$ cat config.mk
export PLATFORM = sky130hd
export DESIGN_NAME = rx_top
export DESIGN_NICKNAME = d
export VERILOG_FILES = /design/src/hdl/rx_pkg.sv /design/src/hdl/rx_block_framer.sv /design/src/hdl/rx_word_packer.sv /design/src/hdl/rx_ati_fifo.sv /design/src/hdl/rx_top.sv
export SDC_FILE = /design/constraint.sdc
export NUM_CORES = 1
export LEC_CHECK = 0
export BUFFER_PORTS_ARGS = -buffer_cell sky130_fd_sc_hd__buf_2
export CAP_MARGIN = 20
export CORE_AREA = 5 5 211 213
export DETAILED_ROUTE_END_ITERATION = 8
export DIE_AREA = 0 0 216 218
export HOLD_SLACK_MARGIN = 0.12
export SLEW_MARGIN = 20
export SYNTH_ARGS = -nofsm -noshare
export SYNTH_HDL_FRONTEND = slang
export SYNTH_SLANG_ARGS = --single-unit
$ cat constraint.sdc
create_clock -name parallel_clk_out -period 5.7 [get_ports parallel_clk_out]
set_clock_uncertainty 0.1 [all_clocks]
set_input_delay 0.57 -clock parallel_clk_out [delete_from_list [all_inputs] [get_ports parallel_clk_out]]
set_output_delay 0.57 -clock parallel_clk_out [all_outputs]
set_load 0.02 [all_outputs]
$ cat src/hdl/rx_pkg.sv
`default_nettype none
// ========================================
// rx receive path shared definitions
// block geometry, word widths and state types
// ========================================

package rx_pkg;

    // coded block geometry
    localparam int RS_N = 16;
    localparam int RS_K = 12;
    localparam int SYM_W = 8;

    // ATI word side
    localparam int ATI_W = 32;
    localparam int ATI_BYTES = 4;
    localparam int BE_W = 2;
    localparam int FIFO_DEPTH = 8;

    // status counters
    localparam int CNT_W = 8;

    // holds 0 .. RS_N
    typedef logic [$clog2(RS_N + 1)-1:0] sym_idx_t;
    typedef logic [SYM_W-1:0] sym_t;
    typedef logic [ATI_W-1:0] ati_word_t;
    // valid bytes in the word minus one
    typedef logic [BE_W-1:0] ati_be_t;

    typedef enum logic [1:0] {
        BLK_IDLE,
        BLK_DATA,
        BLK_CHECK
    } blk_state_e;

    typedef enum logic {
        PACK_IDLE,
        PACK_FILL
    } pack_state_e;

endpackage

`default_nettype wire

$ cat src/hdl/rx_block_framer.sv
`timescale 1ns/1ps
`default_nettype none
// ========================================
// rx block framer
// tags data and check symbols, forwards data only
// and keeps block and length-error counts
// ========================================

module rx_block_framer (
    input  logic                     parallel_clk_out,
    input  logic                     i_serial_rx_rst_n,
    input  logic                     i_rx_en,
    input  logic                     i_rx_sop,
    input  logic                     i_rx_eop,
    input  rx_pkg::sym_t             i_rx_data,
    output logic                     o_byte_val,
    output logic                     o_byte_sof,
    output logic                     o_byte_eof,
    output rx_pkg::sym_t             o_byte_data,
    output logic [rx_pkg::CNT_W-1:0] o_sync_cnt,
    output logic [rx_pkg::CNT_W-1:0] o_len_err_cnt
);
    import rx_pkg::*;

    blk_state_e state;
    // index of the next expected symbol
    sym_idx_t   sym_idx;
    sym_idx_t   cur_idx;
    logic       cur_open;
    logic       cur_data;
    logic       cur_last;

    // ========================================
    // current symbol classification
    // ========================================
    always_comb begin
        // sop opens a fresh block, also over one still open
        cur_open = i_rx_en && (i_rx_sop || state != BLK_IDLE);
        cur_idx  = i_rx_sop ? sym_idx_t'(0) : sym_idx;
        // index below RS_K is data
        cur_data = cur_open && (i_rx_sop || state == BLK_DATA);
        // block closes on eop or at the last check symbol
        cur_last = i_rx_eop || (cur_idx == sym_idx_t'(RS_N - 1));
    end

    always_ff @(posedge parallel_clk_out or negedge i_serial_rx_rst_n) begin
        if (!i_serial_rx_rst_n) begin
            state   <= BLK_IDLE;
            sym_idx <= '0;
        end else if (cur_open) begin
            if (cur_last) begin
                state   <= BLK_IDLE;
                sym_idx <= '0;
            end else begin
                sym_idx <= cur_idx + 1'b1;
                // next index reaches RS_K -> check region
                state   <= (cur_idx >= sym_idx_t'(RS_K - 1)) ? BLK_CHECK : BLK_DATA;
            end
        end
    end

    // ========================================
    // data byte output, one cycle late
    // ========================================
    always_ff @(posedge parallel_clk_out or negedge i_serial_rx_rst_n) begin
        if (!i_serial_rx_rst_n) begin
            o_byte_val <= 1'b0;
            o_byte_sof <= 1'b0;
            o_byte_eof <= 1'b0;
        end else begin
            o_byte_val <= cur_data;
            o_byte_sof <= cur_data && i_rx_sop;
            // last data symbol, or a short block ending early
            o_byte_eof <= cur_data && (i_rx_eop || cur_idx == sym_idx_t'(RS_K - 1));
        end
    end

    always_ff @(posedge parallel_clk_out) begin
        if (cur_data) begin
            o_byte_data <= i_rx_data;
        end
    end

    // block statistics, counters wrap
    always_ff @(posedge parallel_clk_out or negedge i_serial_rx_rst_n) begin
        if (!i_serial_rx_rst_n) begin
            o_sync_cnt    <= '0;
            o_len_err_cnt <= '0;
        end else if (cur_open && i_rx_eop) begin
            o_sync_cnt <= o_sync_cnt + 1'b1;
            if (cur_idx != sym_idx_t'(RS_N - 1)) begin
                o_len_err_cnt <= o_len_err_cnt + 1'b1;
            end
        end
    end

    // flags come only with a symbol
    a_flags_need_en: assert property (@(posedge parallel_clk_out)
        disable iff (!i_serial_rx_rst_n) (i_rx_sop || i_rx_eop) |-> i_rx_en);

    a_idx_in_block: assert property (@(posedge parallel_clk_out)
        disable iff (!i_serial_rx_rst_n) sym_idx <= sym_idx_t'(RS_N - 1));

endmodule

`default_nettype wire

$ cat src/hdl/rx_word_packer.sv
`timescale 1ns/1ps
`default_nettype none
// ========================================
// rx word packer
// gathers data bytes into 32-bit ATI words, lane 0 first
// ========================================

module rx_word_packer (
    input  logic              parallel_clk_out,
    input  logic              i_serial_rx_rst_n,
    input  logic              i_byte_val,
    input  logic              i_byte_sof,
    input  logic              i_byte_eof,
    input  rx_pkg::sym_t      i_byte_data,
    output logic              o_word_val,
    output logic              o_word_sof,
    output logic              o_word_eof,
    output rx_pkg::ati_be_t   o_word_be,
    output rx_pkg::ati_word_t o_word_data
);
    import rx_pkg::*;

    pack_state_e state;
    // next free lane
    ati_be_t     lane_q;
    ati_word_t   acc_q;
    // partial word holds the sof byte
    logic        sof_q;
    logic        start;
    ati_be_t     lane;
    ati_word_t   acc_next;
    logic        sof_next;
    logic        last;

    // ========================================
    // lane placement
    // ========================================
    always_comb begin
        // a new frame drops any leftover partial word
        start    = (state == PACK_IDLE) || i_byte_sof;
        lane     = start ? ati_be_t'(0) : lane_q;
        // fresh word starts from zero so unused lanes stay clear
        acc_next = start ? ati_word_t'(0) : acc_q;
        acc_next[lane*SYM_W +: SYM_W] = i_byte_data;
        sof_next = start ? i_byte_sof : sof_q;
        last     = (lane == ati_be_t'(ATI_BYTES - 1)) || i_byte_eof;
    end

    always_ff @(posedge parallel_clk_out or negedge i_serial_rx_rst_n) begin
        if (!i_serial_rx_rst_n) begin
            state      <= PACK_IDLE;
            lane_q     <= '0;
            sof_q      <= 1'b0;
            o_word_val <= 1'b0;
        end else begin
            o_word_val <= i_byte_val && last;
            if (i_byte_val) begin
                if (last) begin
                    state  <= PACK_IDLE;
                    lane_q <= '0;
                    sof_q  <= 1'b0;
                end else begin
                    state  <= PACK_FILL;
                    lane_q <= lane + 1'b1;
                    sof_q  <= sof_next;
                end
            end
        end
    end

    // word payload and flags
    always_ff @(posedge parallel_clk_out) begin
        if (i_byte_val) begin
            acc_q <= acc_next;
            if (last) begin
                o_word_data <= acc_next;
                o_word_be   <= lane;
                o_word_sof  <= sof_next;
                o_word_eof  <= i_byte_eof;
            end
        end
    end

    // back to back only when a one-byte end word follows
    a_word_spacing: assert property (@(posedge parallel_clk_out)
        disable iff (!i_serial_rx_rst_n)
        o_word_val |=> !o_word_val || (o_word_eof && o_word_be == '0));

endmodule

`default_nettype wire

$ cat src/hdl/rx_ati_fifo.sv
`timescale 1ns/1ps
`default_nettype none
// ========================================
// rx ATI word FIFO
// show-ahead buffer with ATI val/rdy output
// ========================================

module rx_ati_fifo (
    input  logic              parallel_clk_out,
    input  logic              i_serial_rx_rst_n,
    input  logic              i_word_val,
    input  logic              i_word_sof,
    input  logic              i_word_eof,
    input  rx_pkg::ati_be_t   i_word_be,
    input  rx_pkg::ati_word_t i_word_data,
    output logic              o_ati_val,
    output logic              o_ati_sof,
    output logic              o_ati_eof,
    output rx_pkg::ati_be_t   o_ati_be,
    output rx_pkg::ati_word_t o_ati_data,
    input  logic              i_ati_rdy,
    output logic              o_fifo_overflow
);
    import rx_pkg::*;

    ati_word_t mem_data [FIFO_DEPTH];
    ati_be_t   mem_be   [FIFO_DEPTH];
    logic      mem_sof  [FIFO_DEPTH];
    logic      mem_eof  [FIFO_DEPTH];

    logic [$clog2(FIFO_DEPTH)-1:0]   wr_ptr;
    logic [$clog2(FIFO_DEPTH)-1:0]   rd_ptr;
    logic [$clog2(FIFO_DEPTH+1)-1:0] count;
    logic                            full;
    logic                            wr_en;
    logic                            rd_en;

    assign full  = (count == FIFO_DEPTH);
    // word into a full buffer is lost
    assign wr_en = i_word_val && !full;
    assign rd_en = o_ati_val && i_ati_rdy;

    // ========================================
    // storage
    // ========================================
    always_ff @(posedge parallel_clk_out) begin
        if (wr_en) begin
            mem_data[wr_ptr] <= i_word_data;
            mem_be[wr_ptr]   <= i_word_be;
            mem_sof[wr_ptr]  <= i_word_sof;
            mem_eof[wr_ptr]  <= i_word_eof;
        end
    end

    // pointers wrap, depth is a power of two
    always_ff @(posedge parallel_clk_out or negedge i_serial_rx_rst_n) begin
        if (!i_serial_rx_rst_n) begin
            wr_ptr          <= '0;
            rd_ptr          <= '0;
            count           <= '0;
            o_fifo_overflow <= 1'b0;
        end else begin
            if (wr_en) begin
                wr_ptr <= wr_ptr + 1'b1;
            end
            if (rd_en) begin
                rd_ptr <= rd_ptr + 1'b1;
            end
            case ({wr_en, rd_en})
                2'b10:   count <= count + 1'b1;
                2'b01:   count <= count - 1'b1;
                default: count <= count;
            endcase
            // sticky until reset
            if (i_word_val && full) begin
                o_fifo_overflow <= 1'b1;
            end
        end
    end

    // head entry drives ATI directly
    assign o_ati_val  = (count != '0);
    assign o_ati_data = mem_data[rd_ptr];
    assign o_ati_be   = mem_be[rd_ptr];
    assign o_ati_sof  = mem_sof[rd_ptr];
    assign o_ati_eof  = mem_eof[rd_ptr];

    a_hold_on_stall: assert property (@(posedge parallel_clk_out)
        disable iff (!i_serial_rx_rst_n)
        o_ati_val && !i_ati_rdy |=> o_ati_val && $stable(o_ati_data)
            && $stable(o_ati_be) && $stable(o_ati_sof) && $stable(o_ati_eof));

endmodule

`default_nettype wire

$ cat src/hdl/rx_top.sv
`timescale 1ns/1ps
`default_nettype none
// ========================================
// rx receive path top
// byte stream -> block framer -> packer -> ATI FIFO
// ========================================

module rx_top (
    input  logic                     parallel_clk_out,
    input  logic                     i_serial_rx_rst_n,
    input  logic                     i_rx_en,
    input  logic                     i_rx_sop,
    input  logic                     i_rx_eop,
    input  rx_pkg::sym_t             i_rx_data,
    output logic                     o_ati_val,
    output logic                     o_ati_sof,
    output logic                     o_ati_eof,
    output rx_pkg::ati_be_t          o_ati_be,
    output rx_pkg::ati_word_t        o_ati_data,
    input  logic                     i_ati_rdy,
    output logic                     o_fifo_overflow,
    output logic [rx_pkg::CNT_W-1:0] o_sync_cnt,
    output logic [rx_pkg::CNT_W-1:0] o_len_err_cnt
);
    import rx_pkg::*;

    // framer -> packer
    logic      byte_val;
    logic      byte_sof;
    logic      byte_eof;
    sym_t      byte_data;
    // packer -> FIFO
    logic      word_val;
    logic      word_sof;
    logic      word_eof;
    ati_be_t   word_be;
    ati_word_t word_data;

    // ========================================
    // block framing
    // ========================================
    rx_block_framer u_framer (
        .parallel_clk_out  (parallel_clk_out),
        .i_serial_rx_rst_n (i_serial_rx_rst_n),
        .i_rx_en           (i_rx_en),
        .i_rx_sop          (i_rx_sop),
        .i_rx_eop          (i_rx_eop),
        .i_rx_data         (i_rx_data),
        .o_byte_val        (byte_val),
        .o_byte_sof        (byte_sof),
        .o_byte_eof        (byte_eof),
        .o_byte_data       (byte_data),
        .o_sync_cnt        (o_sync_cnt),
        .o_len_err_cnt     (o_len_err_cnt)
    );

    // ========================================
    // word packing and ATI output
    // ========================================
    rx_word_packer u_packer (
        .parallel_clk_out  (parallel_clk_out),
        .i_serial_rx_rst_n (i_serial_rx_rst_n),
        .i_byte_val        (byte_val),
        .i_byte_sof        (byte_sof),
        .i_byte_eof        (byte_eof),
        .i_byte_data       (byte_data),
        .o_word_val        (word_val),
        .o_word_sof        (word_sof),
        .o_word_eof        (word_eof),
        .o_word_be         (word_be),
        .o_word_data       (word_data)
    );

    rx_ati_fifo u_fifo (
        .parallel_clk_out  (parallel_clk_out),
        .i_serial_rx_rst_n (i_serial_rx_rst_n),
        .i_word_val        (word_val),
        .i_word_sof        (word_sof),
        .i_word_eof        (word_eof),
        .i_word_be         (word_be),
        .i_word_data       (word_data),
        .o_ati_val         (o_ati_val),
        .o_ati_sof         (o_ati_sof),
        .o_ati_eof         (o_ati_eof),
        .o_ati_be          (o_ati_be),
        .o_ati_data        (o_ati_data),
        .i_ati_rdy         (i_ati_rdy),
        .o_fifo_overflow   (o_fifo_overflow)
    );

endmodule

`default_nettype wire

==> results_dict.tcl <==
set metrics [dict create \
    worstPathRequired_ns 5.03 \
    crit_path_end "o_ati_data[23]" \
    arrival_ns 2.87 \
    swShare_pct 28.5 \
    place_inst 1342 \
    worst_pin_slew_ns 0.749 \
    cap_violations 0 \
    avgSynthCellArea_sq_um 21.4 \
    fin_tns_setup_ns 0 \
    antenna_left 0 \
    setup_viol 0 \
    switchingPower_mw 2.32 \
    die_area_sq_um 47100 \
    intPower_mw 5.81 \
    portBuffers 67 \
    r2r-end "u_fifo.count[3]$_DFFE_PN0P_" \
    ys_ff_latch 406 \
    fin_crit_ns 3.54 \
    end_kind "output port" \
    syn_area_sq_um 15900 \
    drt_first_iter_violations 456 \
    die_h_um 218 \
    dr.pass1.iters 4 \
    cts_inserted_buffers 41 \
    insertion_delay_ns 0.52 \
    routed_wl_um 29900 \
    grt-ovfl-total 0 \
    rows 76 \
    reg2reg_depth 8 \
    fp.coreArea_sq_um 42500 \
    diodes 0 \
    hp-class "input port to register" \
    io_pins 68 \
    ys_async_sr_fraction_pct 10.3 \
    power_mw 8.12 \
    fin_nets 873 \
    synth_seq_area_share_pct 75.5 \
    cts_max_path_buffers 3 \
    initial_core_util_pct 37.3 \
    synth_top_flop_cell "edfxtp_1" \
    finalNonFillerCells 1416 \
    relSlewSlack_pct 50.0 \
    avgViaCountPerCell 5.15 \
    power.density_nw_per_um2 447 \
    grt_usage_pct 12.6 \
    drive_gt1_share_pct 24.4 \
    final_util_pct 42.7 \
    synth.top_cell.area_share_pct 68.9 \
    vias 7297 \
    tritoncts "done" \
    wl_per_cell_um 21.1 \
    max_freq_mhz 282 \
    gp_congestion 0.735 \
    drv_slew 0 \
    clk_pin_slew_ns 0.06 \
    clockPowerShare_pct 30.2 \
    synth.distinct_cells 58 \
    cts_resized 0 \
    die_x_um 216 \
    r2r_start "u_fifo.count[0]$_DFFE_PN0P_" \
    htree_levels 2 \
    clockRootBuffer "clkbuf_16" \
    combinationalPowerShare_pct 24.2 \
    grt_pass1_vias 7612 \
    cp-startpoint "u_fifo.rd_ptr[0]$_DFFE_PN0P_" \
    ir_drop_v 0.000208 \
    seq_area_sq_um 12000 \
    finalCritPeriodShare_pct 62.1 \
    cp_max_fo 28 \
    yosys-top-cells-area "edfxtp_1 (69%), mux4_1 (8.9%), dfrtp_1 (6.6%), mux2_2 (2.9%), mux4_2 (2.6%)" \
    multi_input_area_sq_um 3720 \
    start_kind "register" \
    hold_violations 0 \
    dp_hpwl_um 16800 \
    crit_type "register to output port" \
    yosys.area.top_type "edfxtp_1" \
    fillers 3646 \
    synth_warnings 0 \
    rsz0062_at_grt "no" \
    antenna_found_initial 0 \
    p_leak_nw 6.26 \
    cts.sinks 406 \
    grt_pass1_wl_um 46100 \
    syn_nets 772 \
    grt_max_degree 46 \
    status "completed" \
    reg2reg_slack_ns 2.66 \
    final_area_sq_um 18200 \
    netlist_instances 742 \
    drc 0 \
    placed_area_sq_um 16900 \
    synth-edff-count 364 \
    sequentialPowerShare_pct 45.6 \
    area_growth_pct 14.4 \
]
==> cells in the mapped netlist (4+ instances only) <==
| cell | instances |
|---|---|
| edfxtp_1 | 364 |
| mux4_1 | 54 |
| dfrtp_1 | 42 |
| mux2_2 | 41 |
| a22o_1 | 33 |
| mux4_2 | 18 |
| ha_1 | 15 |
| inv_1 | 14 |
| nand2_1 | 14 |
| nand3_1 | 14 |
| xnor2_1 | 13 |
| nor2_1 | 12 |
| xor2_1 | 9 |
| buf_1 | 8 |
| buf_6 | 8 |
| o21ai_0 | 7 |
| nor3_1 | 6 |
| nor2b_1 | 5 |
| clkbuf_1 | 4 |
| clkbuf_2 | 4 |
| nand2b_1 | 4 |
| nor3b_1 | 4 |
==> logic make-up (layout without fill, tap and decap cells) <==
family	after synthesis	count (layout)	synth area share [%]
compound gates	58	58	3.02
xor+xnor	22	22	1.21
fa+ha+maj	16	16	1.31
buf+inv	41	169	1.40
flops	406	406	75.5
mux	114	114	14.5
simple gates	85	85	3.10
==> area by class of cell <==
| class | count | share of cell area (%) |
|---|---|---|
| Tap cell | 546 | 3.76 |
| Sequential cell | 406 | 66.0 |
| Timing Repair Buffer | 85 | 2.71 |
| Clock inverter | 12 | 0.469 |
| Inverter | 14 | 0.289 |
| Multi-Input combinational cell | 295 | 20.5 |
| Clock buffer | 58 | 6.24 |
==> power groups by stage <==
stage	sequential, mW	combinational [mW]	clock (mW)
2_1_floorplan	3.66	1.53	0
3_3_place_gp	3.76	2.01	0
4_1_cts	3.71	2.03	2.52
5_1_grt	3.74	2.14	2.66
3_5_place_dp	3.77	2.02	0
6_report	3.71	1.96	2.45
==> sequential cells by signal, summed over array words and instances, names as in the netlist, 3 cells and up <==
| register | cells |
|---|---|
| u_fifo.mem_data | 256 |
| u_packer.acc_q | 32 |
| u_packer.o_word_data | 32 |
| u_fifo.mem_be | 16 |
| u_fifo.mem_eof | 8 |
| u_fifo.mem_sof | 8 |
| u_framer.o_byte_data | 8 |
| u_framer.o_len_err_cnt | 8 |
| u_framer.o_sync_cnt | 8 |
| u_framer.sym_idx | 5 |
| u_fifo.count | 4 |
| u_fifo.rd_ptr | 3 |
| u_fifo.wr_ptr | 3 |
==> routing by layer <==
layer	global-route usage, %	up-vias	routed length [um]
li1	-	3300	-
met1	17.6	3830	13500
met2	21.1	135	14700
met3	2.32	32	1300
met4	2.54	0	392
met5	0	-	0
==> layout by cell type (no fill, tap or decap), drive strengths merged, types with 4 or more instances in the layout <==
master	netlist	final
clkinv	0	10
mux2	41	41
nor2b	5	5
nand3	14	14
nor3	7	7
buf	19	82
nor2	13	13
xnor2	13	13
a22o	33	33
clkbuf	8	58
nor3b	5	5
xor2	9	9
mux4	72	72
nand2	15	15
edfxtp	364	364
ha	15	15
inv	14	15
o21ai	7	7
dfrtp	42	42
nand2b	4	4
==> timing repair <==
action | CTS | global route
buffers inserted | 0 | 0
hold buffers | 2 | 1
hold endpoints to repair | 2 | 42
==> through the flow <==
stage	hold WS [ns]	worst slack, ns
floorplan	0.174	0.923
global placement	0.353	2.53
detailed placement	0.362	2.50
CTS	0.135	1.95
global route	0.134	2.03
finish	0.154	2.16
==> how the worst min path moves through the flow <==
stage	end	cells past startpoint	from	slack, ns
after floorplan	u_fifo.count[0]$_DFFE_PN0P_	0	i_serial_rx_rst_n	0.17
after global placement	u_framer.o_len_err_cnt[7]$_DFFE_PN0P_	1	u_framer.o_len_err_cnt[7]$_DFFE_PN0P_	0.35
after detailed placement	u_framer.o_len_err_cnt[7]$_DFFE_PN0P_	1	u_framer.o_len_err_cnt[7]$_DFFE_PN0P_	0.36
after CTS	u_framer.o_byte_data[5]$_DFFE_PP_	1	i_rx_data[5]	0.14
after global routing	u_framer.o_byte_data[4]$_DFFE_PP_	1	i_rx_data[4]	0.13
final	u_framer.o_byte_data[3]$_DFFE_PP_	1	i_rx_data[3]	0.15
==> worst max-delay path, stage by stage, from the launching register on <==
cell and delay (ns):
dfrtp_4 0.70, buf_4 0.53, mux4_1 0.63, mux2_2 0.29, buf_2 0.16
No activity file was read; power rests on OpenSTA's default activity.
